<file path="src/xr_pkg.sv">
// XR memory block definitions
package xr_pkg;

    // host data word and XR address
    typedef logic [15:0] word_t;
    typedef logic [15:0] addr_t;

    // pixel color, one nibble per channel
    typedef struct packed {
        logic [3:0] a;
        logic [3:0] r;
        logic [3:0] g;
        logic [3:0] b;
    } argb_t;

    // color RAM has 256 entries
    localparam int COLOR_W = 8;
    // tile space: bit 10 picks the bank, bank 1 is only 512 words
    localparam int TILE_W  = 11;
    localparam int TILE2_W = 9;

    typedef logic [COLOR_W-1:0] color_idx_t;
    typedef logic [TILE_W-1:0]  tile_addr_t;

    // region decode on addr[15:14], registers only look at bit 15
    localparam logic       XR_REGS_REGION  = 1'b0;
    localparam logic [1:0] XR_COLOR_REGION = 2'b10;
    localparam logic [1:0] XR_TILE_REGION  = 2'b11;

    // configuration register indices, 3 to 7 are scratch
    localparam int REG_VID_CTRL = 0;
    localparam int REG_VID_BASE = 1;
    localparam int REG_VID_LEN  = 2;

    // pixel output slots in the video fetch
    localparam int PIX_FIFO_DEPTH = 4;

    typedef struct packed {
        logic  wr;
        addr_t addr;
        word_t data;
    } xr_req_t;

    // writes return zero data
    typedef struct packed {
        word_t data;
    } xr_rsp_t;

endpackage
</file>
<file path="src/xr_host_port.sv">
// Host request port
`timescale 1ns/1ps

module xr_host_port
    import xr_pkg::*;
(
    input  logic    clk,
    input  logic    arst_n_i,

    // host request side
    input  logic    req_valid_i,
    output logic    req_ready_o,
    input  xr_req_t req_i,

    // host response side
    output logic    rsp_valid_o,
    input  logic    rsp_ready_i,
    output xr_rsp_t rsp_o,

    // XR sel/ack bus towards the arbiter
    output logic    xr_sel_o,
    output logic    xr_wr_o,
    output addr_t   xr_addr_o,
    output word_t   xr_data_o,
    input  logic    xr_ack_i,
    input  word_t   xr_rdata_i
);

    typedef enum logic [1:0] {
        ST_IDLE,
        ST_BUSY,
        ST_RESP
    } state_t;

    state_t  state;
    xr_req_t req_q;
    xr_rsp_t rsp_q;

    always_ff @(posedge clk or negedge arst_n_i) begin
        if (!arst_n_i) begin
            state <= ST_IDLE;
        end else begin
            case (state)
                ST_IDLE: if (req_valid_i) state <= ST_BUSY;
                ST_BUSY: if (xr_ack_i) state <= ST_RESP;
                ST_RESP: if (rsp_ready_i) state <= ST_IDLE;
                default: state <= ST_IDLE;
            endcase
        end
    end

    // request held stable for the whole sel phase
    always_ff @(posedge clk) begin
        if (req_valid_i && req_ready_o) begin
            req_q <= req_i;
        end
        if (xr_sel_o && xr_ack_i) begin
            rsp_q.data <= req_q.wr ? '0 : xr_rdata_i;
        end
    end

    assign req_ready_o = (state == ST_IDLE);
    assign rsp_valid_o = (state == ST_RESP);
    assign rsp_o       = rsp_q;

    assign xr_sel_o  = (state == ST_BUSY);
    assign xr_wr_o   = req_q.wr;
    assign xr_addr_o = req_q.addr;
    assign xr_data_o = req_q.data;

    // the arbiter only acknowledges an access that is still selected
    a_ack_needs_sel: assert property (
        @(posedge clk) disable iff (!arst_n_i)
        xr_ack_i |-> xr_sel_o
    );

endmodule

</file>
<file path="config.mk">
export PLATFORM = sky130hd
export DESIGN_NAME = xr_host_port
export DESIGN_NICKNAME = d
export VERILOG_FILES = /design/src/xr_pkg.sv /design/src/xr_host_port.sv
export SDC_FILE = /design/constraint.sdc
export NUM_CORES = 1
export LEC_CHECK = 0
export ABC_CLOCK_PERIOD_IN_PS = 2400
export BUFFER_PORTS_ARGS = -buffer_cell sky130_fd_sc_hd__buf_2
export CAP_MARGIN = 20
export CORE_ASPECT_RATIO = 0.6
export CORE_MARGIN = 5
export CORE_UTILIZATION = 41
export CTS_BUF_LIST = sky130_fd_sc_hd__clkbuf_4
export DETAILED_ROUTE_END_ITERATION = 10
export PLACE_DENSITY = 0.73
export SLEW_MARGIN = 10
export SYNTH_ARGS = -nofsm -noshare
export SYNTH_HDL_FRONTEND = slang
export SYNTH_SLANG_ARGS = --single-unit
export TNS_END_PERCENT = 10
</file>
<file path="constraint.sdc">
create_clock -name clk -period 2.4 [get_ports clk]
set_input_delay 0.24 -clock clk [delete_from_list [all_inputs] [get_ports clk]]
set_output_delay 0.24 -clock clk [all_outputs]
set_load 0.02 [all_outputs]
</file>
## Word level (Yosys, flattened, before mapping)

Cells that the tools add are included.

- Eq/ne operators: 5
- Reductions and logical operators: 4
- Muxes and demuxes: 4

Operators with widths:

| operator | number |
|---|---|
| 2-bit two-way mux | 3 |
| 2-bit case mux with 3 select lines | 1 |
| 2-bit by 1-bit != test with 1-bit output (second input constant) | 2 |
| 3-bit AND reduction | 1 |
| 2-bit by 1-bit == test with 1-bit output (second input constant) | 1 |
| 2-bit == test (second input constant) | 1 |
| 1-bit logical AND | 2 |
| 2-bit zero test | 1 |
| 2-bit != test (second input constant) | 1 |

- Output and inout bits: 52
- Bits of input ports: 54
- Logic and storage cells: 18
- Bits in registers: 51

## Depth between registers and ports, before layout

- Depth in word-level cells: 3
- Mapped depth: 2
- Mapped depth without buffers: 2

## Worst setup path after synthesis

No wires, ideal clock.

- Kind: flip-flop to flip-flop
- Start: register state[0]
- End: register req_q (netlist bit xr_addr_o[0]) (enable)
- Clock period less this slack: 2.019 ns
- Path buffers: 0
- Setup time: 0.393 ns
- Slack: 0.381 ns
- Stages on the path, launching flop included: 3
- Data required time: 2.007 ns
- Arrival: 1.626 ns
- Cells stage by stage: dfrtp_1 -> nor2_1 -> and2_1

- Longest elaborated chain between the ends: 2

Ends and longest elaborated chain:

| what | RTL line | source |
|---|---|---|
| from (decl) | xr_host_port.sv:35 | `state_t state;` |
| from (signal assigned) | xr_host_port.sv:41 | `state <= ST_IDLE;` |
| from (signal assigned) | xr_host_port.sv:44 | `ST_IDLE: if (req_valid_i) state <= ST_BUSY;` |
| from (signal assigned) | xr_host_port.sv:45 | `ST_BUSY: if (xr_ack_i) state <= ST_RESP;` |
| 2-bit zero test | xr_host_port.sv:62 | `assign req_ready_o = (state == ST_IDLE);` |
| via req_ready_o | xr_host_port.sv:12 | `output logic req_ready_o,` |
| 1-bit logical AND | xr_host_port.sv:54 | `if (req_valid_i && req_ready_o) begin` |
| to (signal assigned) | xr_host_port.sv:55 | `req_q <= req_i;` |
| to (decl) | xr_host_port.sv:36 | `xr_req_t req_q;` |

The timed path passes the listed nets, and every way through them passes these cells.
A chain may end at the register's enable or synchronous reset.

## Worst setup path after layout

- Start: register req_q (netlist bit xr_wr_o)
- End: output port xr_wr_o

RTL lines:

| what | RTL line | source |
|---|---|---|
| to (decl) | xr_host_port.sv:22 | `output logic xr_wr_o,` |

No word-level cell between the ends.

==> impl_metrics.toml <==
[yosys]
yosys_most_used_dff = "edfxtp_1"
yosysTopAreaCellShare_pct = 87.1
synth-seq-area-share_pct = 90.1
synth_edf_count = 49
ys_ff_latch = 51
synth_area_leaders = "edfxtp_1, nor2b_1, dfrtp_1"
avgSynthCellArea_sq_um = 21.7
netlist_top_cells_count = "edfxtp_1, nor2b_1, dfrtp_1, nand2b_1"
synthArstFlopShare_pct = 3.92
syn-cell-area_sq_mm = 0.00169
yosysTopAreaCell = "edfxtp_1"
syn-num-nets = 132
synth.most_common_cell = "edfxtp_1"
ys_types = 11
yosys_warnings = 0
netlist_instances = 78

[clocking]
insertion_delay_ns = 0.34
clockBufferDepth = 2
path_clk_slew_ns = 0.14
clockRootBuffer = "clkbuf_4"
numCtsBuffers = 5
tritoncts = "done"
ctsHtreeMaxLevel = 2
cts_setup_buffers = 0
clock_sinks = 51

[hold_path]
min_to = "xr_data_o[0]"
worstHoldPathCells = 1
min-delay-start = "req_i[0]"
hp-class = "primary input to register"

[routing]
wl_per_cell_um = 14.8
drt.antenna.violating_nets = 0
drc = 0
drt-total-wl_um = 3590
dr.pass1.iters = 4
viasPerCell = 4.40
vias = 1064
drt_iter0_drc = 23

[worst_setup_path]
cp_slowest_stage_delay_ns = 0.68
crit_buf_inv = 1
cp_cell_sequence = "buf_2"
crit_family = "flip-flops"
critPathKind = "register to primary output"
crit_arrival_ns = 1.28
slowest_stage = "edfxtp_1"
rr_endpoint = "rsp_o[9]"
cp_max_fo = 17
rrSetupSlack_ns = 0.89
r2r_cells = 1
cp.required_ns = 2.16
crit_path_start = "xr_wr_o"
cp-start-kind = "register"
r2r-start = "state[1]"
end_kind = "primary output"

[placement]
portBuffers = 105
gp_congestion = 0.712
hpwl_um = 2860

[global_routing]
grt_pass1_wl_um = 5310
grt_overflow = 0
first_global_vias = 1061
grt_usage_pct = 12.8
grt_antenna_before_repair = 0
grt_max_degree = 34

[die]
core_area_sq_mm = 0.00405
rows = 18
die_w_um = 92.9
pin_count = 106
die_h_um = 59.7
start_util_pct = 41.7
die-area_sq_mm = 0.00555

[power_and_ir_drop]
peakVddDrop_v = 0.000643
cellPowerDensity_mw_per_mm2 = 987
leakage_nw = 1.02

[timing]
finalHoldViolCount = 0
period_needed_ns = 1.52
layout_worst_path_cycle_share_pct = 63.2
finalSetupTns_ns = 0
setup_viol = 0
fmax_ghz = 0.659
fin_skew_ns = 0.00750
worst_pin_slew_ns = 0.730
rsz0062_at_grt = "false"
maxSlewHeadroom_pct = 51.4
maxSlewViolCount = 0

[finish]
antenna_cells = 0
fin_nets = 245
drive_above_1_share_pct = 59.4
final_util_pct = 57.8
area_growth_pct = 38.8

[job]
drv_cap = 0

[status]
status = "complete, no violations"
area by class of cell:
cell class              count  area [sq um]
clock buffers               6          45.0
clock inverters             2          12.5
fillers                   329          1710
inverters                   1          3.75
multi-input cells          25           156
flip-flops and latches     51          1520
well taps                  50          62.6
repair buffers            107           543
worst max path at each step:
stage,endpoint,cells after the start
floorplan,xr_addr_o[0],2
finish,xr_wr_o,1
CTS,xr_wr_o,1
global route,xr_wr_o,1
detailed placement,rsp_o[5],1
global placement,rsp_o[13],1
state kept, by name, summed over array words and instances (netlist names):
name,flops
xr_addr_o,16
xr_data_o,16
xr_wr_o,1
state,2
rsp_o,16
placed cells by master, fill, tap and decap left out:
cell type / count
a21o_1: 1
a21oi_1: 1
and2_1: 1
and3b_1: 1
buf_2: 105
buf_4: 1
clkbuf_4: 6
clkinv_2: 1
clkinvlp_4: 1
dfrtp_1: 2
dlygate4sd3_1: 1
edfxtp_1: 49
inv_1: 1
nand2b_1: 2
nor2_1: 1
nor2b_1: 18
metrics by stage:
step	hold slack [ns]	power (mW)	instance area, sq um	setup WS (ns)	cells
6_report	0.0582	2.32	2340	0.883	242
5_1_grt	0.0194	2.45	2340	0.732	242
4_1_cts	0.0407	2.36	2340	0.848	242
3_5_place_dp	0.0301	1.99	2280	0.863	233
3_3_place_gp	0.0249	1.95	2280	0.977	233
2_1_floorplan	-0.0556	1.71	1690	0.381	78
report_power, final:
part	switching [mW]	total, mW	internal [mW]
logic	0.446	0.646	0.201
registers	0.0717	1.30	1.23
clock network	0.245	0.370	0.125
kinds of logic after synthesis:
kind of cell | synth area share (%)
compound gates | 0.741
simple gates | 8.52
buf+inv | 0.667
flops | 90.1
layer usage:
| metal | share of wire (%) | global-route usage [%] |
|---|---|---|
| met1 | 39 | 15.3 |
| met2 | 51 | 21.9 |
| met3 | 9.8 | 5.03 |
| met4 | 0 | 3.76 |
| met5 | 0 | 0 |
timing repair:
action | CTS | global route
hold buffers | 1 | 0
setup endpoints to repair | 0 | 0
endpoints found under the hold margin | 2 | 0
resized for setup | 0 | 0
No activity file was read; power rests on OpenSTA's default activity.
