--- src/xr_pkg.sv ---
// XR memory block definitions
package xr_pkg;

    // host data word and XR address
    typedef logic [15:0] word_t;
    typedef logic [15:0] addr_t;

    // pixel color, one nibble per channel
    typedef struct packed {
        logic [3:0] a;
        logic [3:0] r;
        logic [3:0] g;
        logic [3:0] b;
    } argb_t;

    // color RAM has 256 entries
    localparam int COLOR_W = 8;
    // tile space: bit 10 picks the bank, bank 1 is only 512 words
    localparam int TILE_W  = 11;
    localparam int TILE2_W = 9;

    typedef logic [COLOR_W-1:0] color_idx_t;
    typedef logic [TILE_W-1:0]  tile_addr_t;

    // region decode on addr[15:14], registers only look at bit 15
    localparam logic       XR_REGS_REGION  = 1'b0;
    localparam logic [1:0] XR_COLOR_REGION = 2'b10;
    localparam logic [1:0] XR_TILE_REGION  = 2'b11;

    // configuration register indices, 3 to 7 are scratch
    localparam int REG_VID_CTRL = 0;
    localparam int REG_VID_BASE = 1;
    localparam int REG_VID_LEN  = 2;

    // pixel output slots in the video fetch
    localparam int PIX_FIFO_DEPTH = 4;

    typedef struct packed {
        logic  wr;
        addr_t addr;
        word_t data;
    } xr_req_t;

    // writes return zero data
    typedef struct packed {
        word_t data;
    } xr_rsp_t;

endpackage
--- src/xr_video_fetch.sv ---
// Tile video fetch
`timescale 1ns/1ps

module xr_video_fetch
    import xr_pkg::*;
(
    input  logic       clk,
    input  logic       arst_n_i,

    // control from the config registers
    input  logic       vid_enable_i,
    input  tile_addr_t vid_base_i,
    input  word_t      vid_len_i,

    // tile RAM read
    output logic       vgen_tile_sel_o,
    output tile_addr_t vgen_tile_addr_o,
    input  word_t      vgen_tile_data_i,

    // color RAM read
    output logic       vgen_color_sel_o,
    output color_idx_t vgen_color_addr_o,
    input  argb_t      vgen_color_data_i,

    // pixel stream
    output logic       pix_valid_o,
    input  logic       pix_ready_i,
    output argb_t      pix_o
);

    localparam int PTR_W = $clog2(PIX_FIFO_DEPTH);
    localparam int CNT_W = PTR_W + 1;

    tile_addr_t       scan_addr;
    word_t            scan_cnt;
    logic [16:0]      scan_next;
    logic             scan_last;
    logic             issue;
    logic             tile_vld;
    logic             color_vld;
    logic [CNT_W-1:0] credit_used;
    logic             push;
    logic             pop;
    argb_t            fifo_mem [PIX_FIFO_DEPTH];
    logic [PTR_W-1:0] wr_ptr;
    logic [PTR_W-1:0] rd_ptr;
    logic [CNT_W-1:0] fifo_cnt;

    // stored pixels plus reads still in flight
    assign credit_used = fifo_cnt + CNT_W'(tile_vld) + CNT_W'(color_vld);
    assign issue       = vid_enable_i && (credit_used < CNT_W'(PIX_FIFO_DEPTH));

    // a length of zero ends every scan after one pixel
    assign scan_next = {1'b0, scan_cnt} + 17'd1;
    assign scan_last = (scan_next >= {1'b0, vid_len_i});

    always_ff @(posedge clk or negedge arst_n_i) begin
        if (!arst_n_i) begin
            scan_addr <= '0;
            scan_cnt  <= '0;
        end else if (!vid_enable_i || (issue && scan_last)) begin
            scan_addr <= vid_base_i;
            scan_cnt  <= '0;
        end else if (issue) begin
            scan_addr <= scan_addr + 1'b1;
            scan_cnt  <= scan_next[15:0];
        end
    end

    // two stage read pipeline, tile then color
    always_ff @(posedge clk or negedge arst_n_i) begin
        if (!arst_n_i) begin
            tile_vld  <= 1'b0;
            color_vld <= 1'b0;
        end else begin
            tile_vld  <= issue;
            color_vld <= tile_vld;
        end
    end

    assign vgen_tile_sel_o   = issue;
    assign vgen_tile_addr_o  = scan_addr;
    assign vgen_color_sel_o  = tile_vld;
    assign vgen_color_addr_o = vgen_tile_data_i[COLOR_W-1:0];

    // pixel FIFO
    assign push        = color_vld;
    assign pop         = pix_valid_o && pix_ready_i;
    assign pix_valid_o = (fifo_cnt != '0);
    assign pix_o       = fifo_mem[rd_ptr];

    always_ff @(posedge clk) begin
        if (push) begin
            fifo_mem[wr_ptr] <= vgen_color_data_i;
        end
    end

    always_ff @(posedge clk or negedge arst_n_i) begin
        if (!arst_n_i) begin
            wr_ptr   <= '0;
            rd_ptr   <= '0;
            fifo_cnt <= '0;
        end else begin
            if (push) begin
                wr_ptr <= wr_ptr + 1'b1;
            end
            if (pop) begin
                rd_ptr <= rd_ptr + 1'b1;
            end
            fifo_cnt <= fifo_cnt + CNT_W'(push) - CNT_W'(pop);
        end
    end

    // credit check must keep room for every read in flight
    a_fifo_no_overflow: assert property (
        @(posedge clk) disable iff (!arst_n_i)
        (push && !pop) |-> (fifo_cnt < CNT_W'(PIX_FIFO_DEPTH))
    );

endmodule

--- config.mk ---
export PLATFORM = sky130hd
export DESIGN_NAME = xr_video_fetch
export DESIGN_NICKNAME = d
export VERILOG_FILES = /design/src/xr_pkg.sv /design/src/xr_video_fetch.sv
export SDC_FILE = /design/constraint.sdc
export NUM_CORES = 1
export LEC_CHECK = 0
export BUFFER_PORTS_ARGS = -buffer_cell sky130_fd_sc_hd__buf_4
export CAP_MARGIN = 40
export CORE_UTILIZATION = 25
export DETAILED_ROUTE_END_ITERATION = 16
export PLACE_DENSITY_LB_ADDON = 0.3
export REMOVE_ABC_BUFFERS = 1
export SETUP_SLACK_MARGIN = 0.02
export SLEW_MARGIN = 10
export SYNTH_ARGS = -nofsm -noshare
export SYNTH_HDL_FRONTEND = slang
export SYNTH_SLANG_ARGS = --single-unit
--- constraint.sdc ---
create_clock -name clk -period 3.4 [get_ports clk]
set_clock_uncertainty 0.15 [all_clocks]
set_input_delay 0.34 -clock clk [delete_from_list [all_inputs] [get_ports clk]]
set_output_delay 0.34 -clock clk [all_outputs]
set_load 0.1 [all_outputs]
# Word level (Yosys, flattened, before mapping)
# Memories as Yosys holds them, arrays and structs flattened.
# Cells that the tools add are included.
dict set report totals {
  output_inout_bits 38
  mem_bits_rw 64
  n_memories 1
  register_bits 36
  wordCells 31
}
dict set report op_classes {
  add_sub_neg 8
  n_reduce_logical 7
  muxes 6
  magnitude_cmp 2
}
# memory words width rd rd_clocked_by_memory_dff write_ports line_no
set mem_list {}
lappend mem_list {fifo_mem 4 16 1 0 1 xr_video_fetch.sv:44} ;# argb_t fifo_mem [PIX_FIFO_DEPTH];
# operator count
set ops {}
lappend ops {{2-to-1 mux 16 bit} 2}
lappend ops {{2-to-1 mux 11 bit} 2}
lappend ops {{adder 16 x 1 -> 17 bit (second input constant)} 1}
lappend ops {{>= comparator 17 x 16 -> 1 bit} 1}
lappend ops {{adder 11 x 1 -> 11 bit (second input constant)} 1}
lappend ops {{adder 3 x 1 -> 3 bit} 3}
lappend ops {{adder 2 x 1 -> 2 bit (second input constant)} 2}
lappend ops {{logical AND 1 bit} 3}
lappend ops {{< comparator 3 bit (second input constant)} 1}
lappend ops {{nonzero test 3 bit} 1}
lappend ops {{subtractor 3 x 1 -> 3 bit} 1}
lappend ops {{2-to-1 mux 1 bit} 2}
lappend ops {{nonzero test 2 bit} 1}
lappend ops {{zero test 1 bit} 1}
lappend ops {{logical OR 1 bit} 1}

# Depth between registers and ports, before layout
dict set report logic_depth {
  ltp_word 7
  depth_mapped 16
  ltp_nobuf 13
}

# Least setup slack after synthesis
# Ideal clock, no wire load.
dict set report synth_timing {
  kind {register to register}
  start {register scan_cnt[2]}
  end {register scan_addr[7] (netlist: vgen_tile_addr_o[7])}
  path_slack_ns 0.301
  setup_ns 0.124
  arrival_time_ns 2.825
  required_ns 3.126
  path_stages_with_launch 14
  synth_period_minus_slack_ns 3.099
  cell_sequence {dfrtp_1 > and2_2 > nand4_1 > or2_1 > buf_6 > nor2_1 > xnor2_1 > ha_1 > nor2b_1 > a2111oi_2 > o311ai_1 > buf_6 > and3_1 > a211o_1}
}
dict set report synth_via {
  elab_chain_len 5
  word_cells_on_any_way 6
  cone_classes {1 x add/sub; 1 x order compare; 1 x mux; 3 x reduce/logical}
}
# item line_no
set synth_lines {}
lappend synth_lines {{start: declaration} xr_video_fetch.sv:35} ;# word_t scan_cnt;
lappend synth_lines {{start signal: assignment} xr_video_fetch.sv:66} ;# scan_cnt <= scan_next[15:0];
lappend synth_lines {{adder 16 x 1 -> 17 bit (*)} xr_video_fetch.sv:54} ;# assign scan_next = {1'b0, scan_cnt} + 17'd1;
lappend synth_lines {{>= comparator 17 x 16 -> 1 bit (*)} xr_video_fetch.sv:55} ;# assign scan_last = (scan_next >= {1'b0, vid_len_i});
lappend synth_lines {{logical AND 1 bit (*)} xr_video_fetch.sv:61} ;# end else if (!vid_enable_i || (issue && scan_last)) begin
lappend synth_lines {{logical OR 1 bit (*)} xr_video_fetch.sv:61}
lappend synth_lines {{2-to-1 mux 11 bit / nonzero test 2 bit (equally long branches)} n/a}
lappend synth_lines {{end signal: assignment} xr_video_fetch.sv:62} ;# scan_addr <= vid_base_i;
lappend synth_lines {{end signal: assignment} xr_video_fetch.sv:65} ;# scan_addr <= scan_addr + 1'b1;
lappend synth_lines {{end: declaration} xr_video_fetch.sv:34} ;# tile_addr_t scan_addr;
# Mark *: on every way between the ends. The rest lies on a longest branch, timed or not.
# A chain may end at the register's enable or synchronous reset.

# Final worst setup path
dict set report layout_timing {
  start {register scan_cnt[0]}
  end {register scan_addr[8] (netlist: vgen_tile_addr_o[8])}
}
# The elaborated chain is that of the path after synthesis.

==> out/results.md <==
| Result | This run | Unit |
| --- | --- | --- |
| I/O Buffers | 76 | - |
| Data required, critical path | 3.48 | ns |
| Dominant delay contributor by cell family on the critical path | simple AND/OR/NAND/NOR gates | - |
| Worst-path cell with the longest stage delay | sky130_fd_sc_hd__o311ai_4 | - |
| Final critical-path share of the clock period | 97.4 | % |
| Die area | 0.0204 | mm^2 |
| Post-route met1 wirelength | 4.95 | mm |
| Kind of end point of the critical path | flip-flop | - |
| Mean number of vias per cell | 4.36 | - |
| Unrepaired setup endpoints after global routing | yes | - |
| Outcome | finished clean | - |
| Cell variety after synth | 50 | - |
| Total met2 wirelength after detailed routing | 5.54 | mm |
| Number of synthesized flops with an enable pin | 64 | - |
| Final core utilization | 34.2 | % |
| Synth async-reset ratio | 36.0 | % |
| Summed instance area of the synthesized netlist | 0.00496 | mm^2 |
| Routed len/inst | 14.8 | um |
| Worst Tran Pin Value | 0.851 | ns |
| Placed instance area | 0.00597 | mm^2 |
| WL met3 | 613 | um |
| Flip-flop cell with the highest count after synthesis | sky130_fd_sc_hd__edfxtp_1 | - |
| Lkg Pwr | 2.80 | nW |
| Die height | 143 | um |
| Number of fillers in the final layout | 1930 | - |
| Maximum clock frequency | 0.302 | GHz |
| Antenna violations before repair | 0 | - |
| Number of DRC violations after detailed routing | 0 | - |
| Number of flip-flops and latches in the synthesized netlist | 100 | - |
| Cell count after synthesis | 382 | - |
| Final count of negative-setup-slack endpoints | 0 | - |
| Critical path start-end classification | flip-flop to flip-flop | - |
| Initial core utilization | 25.5 | % |
| Library cell with the largest summed area after synthesis | sky130_fd_sc_hd__edfxtp_1 | - |
| Type of origin of the critical path | flip-flop | - |
| Wire length of the first global-routing pass | 17.6 | mm |
| Cell count after placement | 725 | - |
| Final cell count without fillers | 757 | - |
| Sequential group share of total power | 31.0 | % |
| Die outline width | 143 | um |
| Total Nets Final | 576 | - |
| Top routing layer used | met4 | - |
| Remaining antenna violation count after routing | 0 | - |
| Total clock sinks | 100 | - |
| Cell chosen for the clock root | sky130_fd_sc_hd__clkbuf_16 | - |
| Post-DP HPWL | 7.74 | mm |
| Layout cells sized above 1 | 38.2 | % |
| Most common library cell in the layout ignoring fill and taps | sky130_fd_sc_hd__buf_4 | - |
| Worst-skew pair later-pin latency | 0.35 | ns |
| Instance count along the most critical hold path | 1 | - |
| Net switching power of the design | 0.00284 | W |
| Post-Route WL | 11.2 | mm |
| Aggregate global routing overflow | 0 | - |
| Number of warnings printed during yosys synthesis | 0 | - |
| Power Internal | 0.00291 | W |
| P&R area growth vs syn | 33.9 | % |
| FP Rows | 51 | - |
| TritonCTS clock tree | done | - |
| Count of final max-slew check failures | 0 | - |
| Class of the tightest hold or removal check | primary input to flip-flop | - |
| Area contributors post-synth | sky130_fd_sc_hd__edfxtp_1 39%, sky130_fd_sc_hd__dfrtp_1 18%, sky130_fd_sc_hd__mux4_2 7.3% | - |
| Clock transition time at the flip-flop clock pins of the worst setup and hold paths | 0.08 | ns |
| Final std cell area, no fill | 0.00665 | mm^2 |
| Core footprint | 0.0195 | mm^2 |
| Max-cap violation count | 0 | - |
| Last weighted congestion value of the routability-driven placer | 0.752 | - |
| Antenna diode instance count | 0 | - |
| Hold EP | fifo_mem[3][4] | - |
| Commonest cells after routing, fill and taps aside | 107 x sky130_fd_sc_hd__buf_4, 64 x sky130_fd_sc_hd__edfxtp_1, 37 x sky130_fd_sc_hd__inv_1 | - |
| Total global routing track utilization | 11.4 | % |
| Crit Path Max Fanout | 7 | - |
| Pwr Total | 0.00575 | W |
| Iteration-0 DRC Markers | 194 | - |
| Overall via count from detail_route | 3301 | - |
| Proportion of synthesized chip area in sequential cells | 56.9 | % |
| Worst vdd rail ir drop | 0.604 | mV |
| Crit path time final | 3.31 | ns |
| Relative contribution of combinational cells to total power | 51.0 | % |
| Total power divided by cell area | 864 | mW/mm^2 |
| Register-to-Register Setup Slack | 0.09 | ns |
| Fraction of power spent switching nets | 49.4 | % |
| H-Tree Level Count | 3 | - |
| Largest net degree at the start of global routing | 37 | - |
| Synthesized area per cell | 13.0 | um^2 |
| Startpoint of the most critical hold path | vgen_color_data_i[4] | - |
| Crit path DAT | 3.39 | ns |
| DR pass1 iterations | 4 | - |
| Highest cell delay on the worst timing path | 0.61 | ns |
| Max-Slew Margin vs Limit | 43.2 | % |
| Clock buffers created by TritonCTS | 9 | - |
| Vias in the first global route | 3469 | - |
| Launch instance of the worst register-to-register path | scan_cnt[0] | - |
| Share of Yosys cell area claimed by the top area cell type | 38.7 | % |
| Worst r2r path cells | 13 | - |
| Critical Path, Cell by Cell | buf_6 -> and3_4 -> nand4_1 -> or2_4 -> nor2_4 -> xnor2_2 -> inv_1 -> ha_4 -> nand3_4 -> o311ai_4 -> clkbuf_16 -> mux2i_1 -> a22oi_1 | - |
| Number of ports placed on the die boundary | 101 | - |
| Portion of total power attributed to the clock network | 18.0 | % |
| CP Depth | 13 | - |
| Count of buffer and inverter cells on the critical path | 3 | - |
| CTS max path bufs | 2 | - |
| Hold Worst Slack | 0.0351 | ns |
| Final hold vios | 0 | - |
| End of the worst register-to-register path | vgen_tile_addr_o[8] | - |
-- flip-flops by register name, summed over array words and instances (netlist names) --
| name | count |
|---|---|
| rd_ptr | 2 |
| vgen_tile_addr_o | 11 |
| fifo_mem | 64 |
| color_vld | 1 |
| scan_cnt | 16 |
| fifo_cnt | 3 |
| wr_ptr | 2 |
| vgen_color_sel_o | 1 |
-- cell usage after synthesis (2+ instances only) --
master,count
sky130_fd_sc_hd__mux2i_1,9
sky130_fd_sc_hd__o311ai_1,2
sky130_fd_sc_hd__buf_4,8
sky130_fd_sc_hd__xnor2_1,15
sky130_fd_sc_hd__a22oi_1,8
sky130_fd_sc_hd__a211oi_1,2
sky130_fd_sc_hd__clkbuf_1,5
sky130_fd_sc_hd__inv_1,37
sky130_fd_sc_hd__dfrtp_1,36
sky130_fd_sc_hd__a22o_1,5
sky130_fd_sc_hd__nor2b_1,2
sky130_fd_sc_hd__o21ai_1,12
sky130_fd_sc_hd__xor2_1,4
sky130_fd_sc_hd__nand3_1,5
sky130_fd_sc_hd__nand2_1,34
sky130_fd_sc_hd__nor3_1,2
sky130_fd_sc_hd__o21ai_0,13
sky130_fd_sc_hd__or3_1,4
sky130_fd_sc_hd__and2_1,6
sky130_fd_sc_hd__a21oi_1,7
sky130_fd_sc_hd__buf_2,7
sky130_fd_sc_hd__nor4_1,2
sky130_fd_sc_hd__edfxtp_1,64
sky130_fd_sc_hd__o31ai_1,2
sky130_fd_sc_hd__buf_6,2
sky130_fd_sc_hd__and3_1,9
sky130_fd_sc_hd__o21bai_1,2
sky130_fd_sc_hd__ha_1,25
sky130_fd_sc_hd__nand4_1,8
sky130_fd_sc_hd__nor2_1,9
sky130_fd_sc_hd__mux4_2,16
sky130_fd_sc_hd__nand4_2,2
-- worst max-delay path by stage --
stage                      from              endpoint  slack [ns]
global route        scan_cnt[0]   vgen_tile_addr_o[9]        -0.1
floorplan           scan_cnt[0]           scan_cnt[0]       -1.87
finish              scan_cnt[0]   vgen_tile_addr_o[8]        0.09
detailed placement  scan_cnt[0]  vgen_tile_addr_o[10]       -0.10
CTS                 scan_cnt[0]   vgen_tile_addr_o[2]        0.03
global placement    scan_cnt[0]  vgen_tile_addr_o[10]       -0.03
-- worst register-to-register path, stage by stage (launching register included) --
cell and delay [ns]:
sky130_fd_sc_hd__dfrtp_1 0.38, sky130_fd_sc_hd__buf_6 0.11, sky130_fd_sc_hd__and3_4 0.18, sky130_fd_sc_hd__nand4_1 0.13
sky130_fd_sc_hd__or2_4 0.33, sky130_fd_sc_hd__nor2_4 0.14, sky130_fd_sc_hd__xnor2_2 0.13, sky130_fd_sc_hd__inv_1 0.09
sky130_fd_sc_hd__ha_4 0.28, sky130_fd_sc_hd__nand3_4 0.09, sky130_fd_sc_hd__o311ai_4 0.61, sky130_fd_sc_hd__clkbuf_16 0.28
sky130_fd_sc_hd__mux2i_1 0.18, sky130_fd_sc_hd__a22oi_1 0.10
-- logic make-up (layout without fill, tap and decap cells) --
logic type / Yosys count / count (layout) / share of synthesized area [%]
AO/OA/AOI/OAI: 59 / 60 / 8.11
XOR/XNOR: 19 / 19 / 3.35
adder cells (fa/ha/maj): 26 / 26 / 6.70
buffers and inverters: 61 / 170 / 5.92
flip-flops: 100 / 100 / 56.9
multiplexers: 26 / 26 / 9.30
AND/OR/NAND/NOR: 91 / 91 / 9.75
-- power groups by stage --
stage          Combinational [W]  Clock (W)  Sequential [W]
5_1_grt                  0.00310    0.00112         0.00182
2_1_floorplan            0.00169          0         0.00228
3_5_place_dp             0.00291          0         0.00181
4_1_cts                  0.00292    0.00107         0.00178
6_report                 0.00293    0.00103         0.00178
3_3_place_gp             0.00284          0         0.00180
-- routing by layer --
metal	GRT usage, %	vias up
li1	-	1596
met1	13.9	1607
met2	18.9	88
met3	4.16	10
met4	3.17	0
met5	0	-
-- stage by stage --
step	setup TNS [ns]	worst slack (ns)
after floorplan	-47.33	-1.87
after global placement	-0.263	-0.0299
after detailed placement	-1.27	-0.105
after CTS	0	0.0252
after global routing	-0.743	-0.0987
final	0	0.0900
-- area by class of cell --
cell class / count / area, um^2 / share of cell area (%)
multi-input combinational: 222 / 2090 / 31.5
clock inverter: 7 / 77.6 / 1.17
tap: 265 / 332 / 4.99
inverter: 38 / 143 / 2.14
clock buffer: 9 / 225 / 3.39
sequential: 100 / 2830 / 42.5
timing repair buffer: 116 / 955 / 14.4
-- timing repair --
item,in CTS,in global routing
pin swaps,3,7
hold endpoints to repair,36,0
hold buffers,1,0
endpoints found under the setup margin,21,27
resized for setup,5,30
gates cloned,1,2
buffers inserted,3,9
Note: power is estimated with default switching activity, not from simulation.
