`config.mk`:
```
export PLATFORM = sky130hd
export DESIGN_NAME = xr_config_regs
export DESIGN_NICKNAME = d
export VERILOG_FILES = /design/src/xr_pkg.sv /design/src/xr_config_regs.sv
export SDC_FILE = /design/constraint.sdc
export NUM_CORES = 1
export LEC_CHECK = 0
export BUFFER_PORTS_ARGS = -buffer_cell sky130_fd_sc_hd__buf_2
export CELL_PAD_IN_SITES_DETAIL_PLACEMENT = 1
export CELL_PAD_IN_SITES_GLOBAL_PLACEMENT = 1
export CORE_ASPECT_RATIO = 0.8
export CORE_MARGIN = 2
export CORE_UTILIZATION = 43
export CTS_BUF_LIST = sky130_fd_sc_hd__clkbuf_16
export CTS_CLUSTER_SIZE = 8
export DETAILED_ROUTE_END_ITERATION = 10
export PLACE_DENSITY_LB_ADDON = 0.1
export SETUP_SLACK_MARGIN = 0.4
export SYNTH_ARGS = -nofsm -noshare
export SYNTH_HDL_FRONTEND = slang
export SYNTH_SLANG_ARGS = --single-unit
```
`constraint.sdc`:
```
create_clock -name clk -period 2.2 [get_ports clk]
set_input_delay 0.44 -clock clk [delete_from_list [all_inputs] [get_ports clk]]
set_output_delay 0.44 -clock clk [all_outputs]
set_load 0.01 [all_outputs]
```
`src/xr_pkg.sv`:
```
// XR memory block definitions
package xr_pkg;

    // host data word and XR address
    typedef logic [15:0] word_t;
    typedef logic [15:0] addr_t;

    // pixel color, one nibble per channel
    typedef struct packed {
        logic [3:0] a;
        logic [3:0] r;
        logic [3:0] g;
        logic [3:0] b;
    } argb_t;

    // color RAM has 256 entries
    localparam int COLOR_W = 8;
    // tile space: bit 10 picks the bank, bank 1 is only 512 words
    localparam int TILE_W  = 11;
    localparam int TILE2_W = 9;

    typedef logic [COLOR_W-1:0] color_idx_t;
    typedef logic [TILE_W-1:0]  tile_addr_t;

    // region decode on addr[15:14], registers only look at bit 15
    localparam logic       XR_REGS_REGION  = 1'b0;
    localparam logic [1:0] XR_COLOR_REGION = 2'b10;
    localparam logic [1:0] XR_TILE_REGION  = 2'b11;

    // configuration register indices, 3 to 7 are scratch
    localparam int REG_VID_CTRL = 0;
    localparam int REG_VID_BASE = 1;
    localparam int REG_VID_LEN  = 2;

    // pixel output slots in the video fetch
    localparam int PIX_FIFO_DEPTH = 4;

    typedef struct packed {
        logic  wr;
        addr_t addr;
        word_t data;
    } xr_req_t;

    // writes return zero data
    typedef struct packed {
        word_t data;
    } xr_rsp_t;

endpackage
```
`src/xr_config_regs.sv`:
```
// XR configuration registers
`timescale 1ns/1ps

module xr_config_regs
    import xr_pkg::*;
(
    input  logic       clk,
    input  logic       arst_n_i,

    // register bus from the arbiter
    input  logic       xreg_wr_i,
    input  logic [2:0] xreg_addr_i,
    input  word_t      xreg_data_i,
    output word_t      xreg_data_o,

    // video control fields
    output logic       vid_enable_o,
    output tile_addr_t vid_base_o,
    output word_t      vid_len_o
);

    word_t regs [8];

    always_ff @(posedge clk or negedge arst_n_i) begin
        if (!arst_n_i) begin
            for (int i = 0; i < 8; i++) begin
                regs[i] <= '0;
            end
        end else if (xreg_wr_i) begin
            regs[xreg_addr_i] <= xreg_data_i;
        end
    end

    // read back is combinational
    assign xreg_data_o = regs[xreg_addr_i];

    assign vid_enable_o = regs[REG_VID_CTRL][0];
    assign vid_base_o   = regs[REG_VID_BASE][TILE_W-1:0];
    assign vid_len_o    = regs[REG_VID_LEN];

endmodule

```
# --- Yosys cells after proc, flatten, opt, wreduce, memory -nomap -nowiden ---
# Cells that the tools add are included.
totals:
  register_bits: 128
  input_bits: 22
op_classes:
  reduce_logical: 1
  order_cmp: 2
  bitwise: 1
  n_mux: 6
ops:
  columns: ["cell", "n"]
  rows:
  - ["bitwise mux 128 bit", 1]
  - ["binary-select mux 16 bit (select 3 bit)", 1]
  - ["demux 16 bit (select 3 bit)", 1]
  - ["2-to-1 mux 16 bit", 3]
  - [">= comparator 4 bit, second input constant", 1]
  - ["less-than comparator 4 x 1 -> 1 bit, second input constant", 1]
  - ["inverter 3 -> 4 bit", 1]
  - ["logical AND 1 bit", 1]

# --- Logic depth before layout (Yosys ltp) ---
# Gate-level depths: netlist (run 1).
logic_depth:
  word_depth: 6
  mapped_depth: 7
  mapped_depth_nobuf: 4

# --- Worst setup path before layout (run 1) ---
# No wires, ideal clock.
synth_path:
  path_kind: "in2out"
  from: "in xreg_addr_i[0]"
  to: "out xreg_data_o[5]"
  path_stages: 5
  slack_ps: 312
  n_path_buf: 2
  t_arrival_ps: 1448
  path_cell_list: "buf_6 buf_6 mux2_2 a221oi_1 o21ai_1"
synth_via:
  elab_chain_len: 4
synth_rtl:
  columns: ["element", "line_no", "source"]
  rows:
  - ["start: declaration", "xr_config_regs.sv:12", "input logic [2:0] xreg_addr_i,"]
  - ["inverter 3 -> 4 bit (implied by the code)", "xr_config_regs.sv:35", "assign xreg_data_o = regs[xreg_addr_i];"]
  - ["binary-select mux 16 bit (select 3 bit)", "xr_config_regs.sv:35", null]
  - ["2-to-1 mux 16 bit (implied by the code) (2 in series)", "xr_config_regs.sv:35", null]
  - ["end: declaration", "xr_config_regs.sv:14", "output word_t xreg_data_o,"]
# No other way between the ends. The select of a mux whose other input is x is not followed.

# --- Worst setup path after layout (run 1) ---
layout_path:
  from: "reg regs[10] in the netlist's numbering"
  to: "out xreg_data_o[10]"
layout_via:
  elab_chain_len: 3
layout_rtl:
  columns: ["element", "line_no", "source"]
  rows:
  - ["start: declaration", "xr_config_regs.sv:22", "word_t regs [8];"]
  - ["start signal: indexed assignment", "xr_config_regs.sv:30", "regs[xreg_addr_i] <= xreg_data_i;"]
  - ["binary-select mux 16 bit (select 3 bit)", "xr_config_regs.sv:35", null]
  - ["2-to-1 mux 16 bit (implied by the code) (2 in series)", "xr_config_regs.sv:35", null]
# No other way between the ends. The select of a mux whose other input is x is not followed.

==> results of run 1 <==
what timing repair did:
| action | in CTS | in global routing |
|---|---|---|
| setup buffers | 15 | 3 |
| hold buffers | 1 | 0 |
| endpoints found under the setup margin | 16 | 16 |
| hold endpoints to repair | 29 | 0 |
| cloned | 1 | 1 |
| pin swaps | 3 | 8 |
| resized for setup | 34 | 15 |
cell type report:
| type | instances | area, um^2 | share of cell area |
|---|---|---|---|
| Clock buffer | 17 | 425 | 0.0549 |
| Clock inverter | 13 | 108 | 0.0139 |
| Inverter | 1 | 11.3 | 0.00145 |
| Multi-Input combinational cell | 257 | 2780 | 0.359 |
| Sequential cell | 128 | 3200 | 0.413 |
| Tap cell | 184 | 230 | 0.0297 |
| Timing Repair Buffer | 122 | 993 | 0.128 |
through the flow:
stage / util / total power, mW / cell area (um^2) / worst slack, ns
after global placement: 0.476 / 4.65 / 6810 / 0.00696
after floorplan: - / 4.30 / 6320 / 0.371
final: 0.542 / 7.51 / 7750 / 0.0381
after CTS: 0.535 / 7.49 / 7640 / 0.0183
after detailed placement: 0.476 / 4.72 / 6810 / -0.0884
after global routing: 0.542 / 7.87 / 7750 / -0.00439
cell families (layout without fill, tap and decap cells):
logic type,after synthesis,in the layout
buf+inv,52,153
mux,174,174
simple gates,23,23
compound gates,60,60
flops,128,128
worst min-delay path by stage:
stage | from | to | depth (start not counted)
floorplan | arst_n_i | regs[0]$_DFFE_PN0P_ | 0
CTS | xreg_data_i[8] | regs[40]$_DFFE_PN0P_ | 2
global placement | arst_n_i | vid_len_o[14]$_DFFE_PN0P_ | 1
global route | xreg_data_i[8] | regs[24]$_DFFE_PN0P_ | 2
detailed placement | arst_n_i | regs[78]$_DFFE_PN0P_ | 1
finish | xreg_data_i[8] | regs[40]$_DFFE_PN0P_ | 2
power by group through the flow:
| stage | Clock (mW) | Sequential [mW] | Combinational [mW] |
|---|---|---|---|
| 6_report | 2.64 | 3.21 | 1.66 |
| 3_3_place_gp | 0 | 3.19 | 1.46 |
| 2_1_floorplan | 0 | 3.12 | 1.19 |
| 4_1_cts | 2.67 | 3.19 | 1.62 |
| 3_5_place_dp | 0 | 3.22 | 1.50 |
| 5_1_grt | 2.80 | 3.27 | 1.80 |
routing by layer:
metal / vias up / routed length, um / GRT usage
met2: 79 / 8150 / 0.368
met1: 2137 / 8180 / 0.318
met5: - / 0 / 0
li1: 1768 / - / -
met3: 19 / 616 / 0.0555
met4: 0 / 196 / 0.0606
worst reg2reg max path: stages, from the launching register on:
cell,delay [ns]
dfrtp_1,0.38
buf_4,0.14
mux2_2,0.26
sequential cells by signal (all words and copies together) (netlist names):
name,cells
vid_len_o,16
regs,100
vid_enable_o,1
vid_base_o,11
layout by cell type, fill, tap and decap left out, types with 2 or more instances in the layout:
| master | instances |
|---|---|
| buf_4 | 38 |
| a221oi_2 | 4 |
| o22ai_1 | 12 |
| dfrtp_1 | 128 |
| nand2b_4 | 2 |
| bufinv_16 | 2 |
| buf_6 | 8 |
| o21ai_1 | 12 |
| a22oi_2 | 6 |
| mux2_4 | 34 |
| clkbuf_16 | 18 |
| nand4b_4 | 2 |
| mux2i_1 | 27 |
| nor2_1 | 4 |
| buf_2 | 61 |
| nor3_4 | 3 |
| a21oi_1 | 10 |
| nand2_1 | 2 |
| nand4_4 | 2 |
| mux2_2 | 111 |
| inv_1 | 3 |
| clkinv_2 | 5 |
| a21oi_2 | 2 |
| clkinv_1 | 3 |
| a22oi_1 | 8 |
| buf_12 | 9 |
| buf_16 | 3 |
==> impl_metrics.env, run 1 <==
export IMPL_synth_edf_count=0
export IMPL_antenna_found_initial=0
export IMPL_ir_worst_vdd_v=0.000735
export IMPL_hp_class="primary input to flip-flop"
export IMPL_clkPwrFrac=0.351
export IMPL_reg2reg_slack_ns=1.30
export IMPL_crit_path_start_kind="flip-flop"
export IMPL_yosysMostFrequentCell="dfrtp_1"
export IMPL_num_io_pins=66
export IMPL_postSynthAreaPerCell_um2=14.4
export IMPL_r2r_start="vid_len_o[9]$_DFFE_PN0P_"
export IMPL_synthesis_area_um2=6290
export IMPL_ys_top_cells_by_area="dfrtp_1 (51%), mux2_2 (20%), mux2_4 (7.2%)"
export IMPL_cell_internal_pwr_mw=5.45
export IMPL_drt_iter0_markers=170
export IMPL_critPathMaxFanout=2
export IMPL_synth_compound_area_share=0.0602
export IMPL_die_h_um=112
export IMPL_synth_distinct_cells=34
export IMPL_vias_per_cell=5.54
export IMPL_setup_worst_path_end_class="output port"
export IMPL_endpoint="xreg_data_o[10]"
export IMPL_row_count=39
export IMPL_worst_ep_required_time_ns=1.76
export IMPL_cts_root_buf="clkbuf_16"
export IMPL_power_switching_mw=2.06
export IMPL_grt_pass1_wl_um=26800
export IMPL_synth_common_cells="dfrtp_1 (128), mux2_2 (114), buf_4 (33)"
export IMPL_synth_top_area_frac=0.509
export IMPL_rsz0062_at_grt="yes"
export IMPL_r2r_end="vid_len_o[9]$_DFFE_PN0P_"
export IMPL_tightest_slew_ns=0.553
export IMPL_initial_core_util=0.440
export IMPL_cap_violations=0
export IMPL_grt_max_degree=60
export IMPL_p_leak_nw=3.59
export IMPL_cts_buffer_depth=2
export IMPL_synth_adder_area_share=0
export IMPL_synth_main_ff_cell="dfrtp_1"
export IMPL_crit_cells=5
export IMPL_io_buffers=65
export IMPL_swShare=0.274
export IMPL_crit_path_max_incr_delay_ns=0.50
export IMPL_setup_tns_ns=0
export IMPL_area_growth_syn_to_layout_pct=23.2
export IMPL_synth_top_cell_by_area="dfrtp_1"
export IMPL_drv_slew=0
export IMPL_finalSetupViolCount=0
export IMPL_r2r_cells=2
export IMPL_drt_wl_total_um=17100
export IMPL_worstPathCellList="mux4_2 > nand2_2 > o21ai_2 > a21o_1 > buf_2"
export IMPL_grt_pass1_vias=4437
export IMPL_muxShareOfSynthArea=0.325
export IMPL_synth_simple_area_share=0.0374
export IMPL_async_reset_ff_frac=1.00
export IMPL_core_um2=14300
export IMPL_finalHoldViolCount=0
export IMPL_status="finished clean"
export IMPL_layout_drive_gt1_share=0.600
export IMPL_dieWidth_um=139
export IMPL_instances_no_fill=722
export IMPL_ys_seq_area_frac=0.509
export IMPL_cts_made_buffers=17
export IMPL_cts_clk_slew_worst_paths_ns=0.06
export IMPL_drc=0
export IMPL_combPwrFrac=0.221
export IMPL_worst_ep_arrival_time_ns=1.72
export IMPL_critPathKind="flip-flop to output port"
export IMPL_fin_crit_ns=2.16
export IMPL_synth_top_family_by_area="multiplexers"
export IMPL_synthesis_nets=459
export IMPL_vias=4003
export IMPL_crit_slowest_cell="mux4_2"
export IMPL_gp_congestion=0.750
export IMPL_cts_num_sinks=128
export IMPL_ys_ff_latch=128
export IMPL_cts_tree="built"
export IMPL_seq_power_share=0.427
export IMPL_critPathLaunch="regs[10]$_DFFE_PN0P_"
export IMPL_die_area_um2=15600
export IMPL_relSlewSlack=0.631
export IMPL_dp_cells=671
export IMPL_max_freq_mhz=463
export IMPL_insertion_delay_ns=0.43
export IMPL_fin_nets=549
export IMPL_clock_skew_ns=0
export IMPL_synth_cells=437
export IMPL_fill_cells=1409
export IMPL_holdWs_ns=0.354
export IMPL_diodes=0
export IMPL_avgRoutedWirePerCell_um=23.7
export IMPL_overflow=0
export IMPL_power_per_cell_area_nw_per_um2=968
export IMPL_track_usage=0.230
export IMPL_yosysWarnings=0
export IMPL_first_pass_iters=4
export IMPL_htree_num_levels=4
export IMPL_critPathTopFamily="multiplexers"
export IMPL_dp_hpwl_um=10600
export IMPL_ant_nets=0
export IMPL_critPathBufInv=1
export IMPL_synth_xor_area_frac=0
export IMPL_period_share=0.983
No activity file was read; power rests on OpenSTA's default activity.
==> run 2, diff against run 1 <==
--- a/config.mk
+++ b/config.mk
@@ -10,10 +10,11 @@
 export CELL_PAD_IN_SITES_GLOBAL_PLACEMENT = 1
 export CORE_ASPECT_RATIO = 0.8
 export CORE_MARGIN = 2
-export CORE_UTILIZATION = 43
+export CORE_UTILIZATION = 49
 export CTS_BUF_LIST = sky130_fd_sc_hd__clkbuf_16
 export CTS_CLUSTER_SIZE = 8
 export DETAILED_ROUTE_END_ITERATION = 10
+export HOLD_SLACK_MARGIN = 0.05
 export PLACE_DENSITY_LB_ADDON = 0.1
 export SETUP_SLACK_MARGIN = 0.4
 export SYNTH_ARGS = -nofsm -noshare
==> impl_metrics.env, run 2 (synthesis results as in run 1) <==
export IMPL_fin_crit_ns=2.16
export IMPL_vias_per_cell=5.61
export IMPL_instances_no_fill=721
export IMPL_drc=0
export IMPL_tightest_slew_ns=0.504
export IMPL_grt_pass1_wl_um=27200
export IMPL_p_leak_nw=3.64
export IMPL_core_um2=12700
export IMPL_clkPwrFrac=0.336
export IMPL_critPathKind="flip-flop to output port"
export IMPL_antenna_found_initial=0
export IMPL_hold_depth=2
export IMPL_drt_wl_total_um=17700
export IMPL_worst_ep_required_time_ns=1.76
export IMPL_drt_iter0_markers=215
export IMPL_holdWs_ns=0.353
export IMPL_cts_made_buffers=17
export IMPL_first_pass_iters=4
export IMPL_critPathTopFamily="multiplexers"
export IMPL_cts_tree="built"
export IMPL_cts_clk_slew_worst_paths_ns=0.05
export IMPL_power_per_cell_area_nw_per_um2=945
export IMPL_setup_ws_ns=0.0409
export IMPL_ant_nets=0
export IMPL_io_buffers=65
export IMPL_clock_skew_ns=0
export IMPL_hold_start="xreg_data_i[2]"
export IMPL_final_common_cell="dfrtp_1"
export IMPL_critPathMaxFanout=2
export IMPL_swShare=0.281
export IMPL_largest_reg_flops=100
export IMPL_worst_ep_arrival_time_ns=1.72
export IMPL_insertion_delay_ns=0.42
export IMPL_setup_worst_path_end_class="output port"
export IMPL_status="finished clean"
export IMPL_cts_root_buf="clkbuf_16"
export IMPL_track_usage=0.273
export IMPL_dp_hpwl_um=10600
export IMPL_htree_num_levels=4
export IMPL_relSlewSlack=0.664
export IMPL_grt_max_degree=47
export IMPL_critPathBufInv=1
export IMPL_regMostFlops="regs"
export IMPL_area_growth_syn_to_layout_pct=25.4
export IMPL_layout_drive_gt1_share=0.608
export IMPL_crit_path_max_incr_delay_ns=0.47
export IMPL_die_h_um=105
export IMPL_fin_nets=558
export IMPL_most_common_layout_cells="dfrtp_1 (128), mux2_2 (108), buf_2 (61), buf_4 (41), mux2_4 (36)"
export IMPL_r2r_end="vid_len_o[10]$_DFFE_PN0P_"
export IMPL_reg2reg_slack_ns=1.26
export IMPL_ir_worst_vdd_v=0.000573
export IMPL_cell_internal_pwr_mw=5.36
export IMPL_finalSetupViolCount=0
export IMPL_num_io_pins=66
export IMPL_overflow=0
export IMPL_holdPathEnd="regs[66]$_DFFE_PN0P_"
export IMPL_diodes=0
export IMPL_power_switching_mw=2.09
export IMPL_hp_class="primary input to flip-flop"
export IMPL_period_share=0.981
export IMPL_cap_violations=0
export IMPL_drv_slew=0
export IMPL_cts_buffer_depth=2
export IMPL_combPwrFrac=0.231
export IMPL_max_freq_mhz=463
export IMPL_vias=4046
export IMPL_finalHoldViolCount=0
export IMPL_die_area_um2=13800
export IMPL_row_count=37
export IMPL_setup_tns_ns=0
export IMPL_seq_power_share=0.433
export IMPL_rsz0062_at_grt="yes"
export IMPL_cts_num_sinks=128
export IMPL_crit_slowest_cell="mux4_2"
export IMPL_post_place_ws_ns=-0.0246
export IMPL_gp_congestion=0.750
export IMPL_grt_pass1_vias=4509
export IMPL_crit_path_start_kind="flip-flop"
export IMPL_dieWidth_um=131
export IMPL_r2r_start="vid_len_o[10]$_DFFE_PN0P_"
export IMPL_initial_core_util=0.496
export IMPL_worstPathCellList="mux4_2 > nand2_2 > o21ai_2 > a21o_1 > buf_2"
export IMPL_dp_cells=665
export IMPL_r2r_cells=2
export IMPL_avgRoutedWirePerCell_um=24.5
[run 2: cell types whose count changed in the layout (fill, tap and decap cells not counted), sizes merged]
cell	change
clkinvlp	+2
bufinv	-1
clkinv	-2
buf	+9
[run 2: timing repair]
item / in CTS / in global routing
setup endpoints to repair: 16 / 16
pin swaps: 7 / 7
gates cloned: 3 / 1
hold buffers: 1 / 0
endpoints found under the hold margin: 33 / 0
gates resized for setup: 47 / 15
setup buffers: 22 / 0
[run 2: power groups by stage]
stage               Combinational (mW)  Clock, mW  Sequential [mW]
global placement                  1.45          0             3.19
finish                            1.72       2.51             3.23
floorplan                         1.19          0             3.12
CTS                               1.68       2.53             3.20
detailed placement                1.51          0             3.22
global route                      1.85       2.65             3.28
[run 2: final cells by class]
class / instances / area, um^2
clock buffer: 17 / 425
clock inverter: 12 / 82.6
fill: 1240 / 4790
inverter: 1 / 8.76
multi-input combinational: 257 / 2810
sequential: 128 / 3200
tap: 175 / 219
timing repair buffer: 131 / 1150
[run 2: worst max path at each step]
stage                 endpoint  cells after the start            startpoint  slack [ns]
3_5_place_dp    xreg_data_o[5]                      6        xreg_addr_i[0]       -0.02
5_1_grt        xreg_data_o[10]                      5  regs[58]$_DFFE_PN0P_      -0.008
3_3_place_gp    xreg_data_o[5]                      6        xreg_addr_i[0]        0.04
6_report       xreg_data_o[10]                      5  regs[58]$_DFFE_PN0P_        0.04
4_1_cts        xreg_data_o[10]                      5  regs[10]$_DFFE_PN0P_        0.06
2_1_floorplan   xreg_data_o[5]                      5        xreg_addr_i[0]        0.37
[run 2: metal layers]
| metal | up-vias | track usage | wire, um |
|---|---|---|---|
| li1 | 1793 | - | - |
| met1 | 2147 | 0.351 | 7850 |
| met2 | 85 | 0.452 | 8900 |
| met3 | 21 | 0.0680 | 667 |
| met4 | 0 | 0.0881 | 280 |
| met5 | - | 0 | 0 |
[run 2: stage by stage]
stage | total power [mW] | instance area [um^2] | util
2_1_floorplan | 4.30 | 6320 | -
3_3_place_gp | 4.64 | 6820 | 0.537
3_5_place_dp | 4.73 | 6820 | 0.537
4_1_cts | 7.41 | 7810 | 0.616
5_1_grt | 7.78 | 7890 | 0.622
6_report | 7.46 | 7890 | 0.622
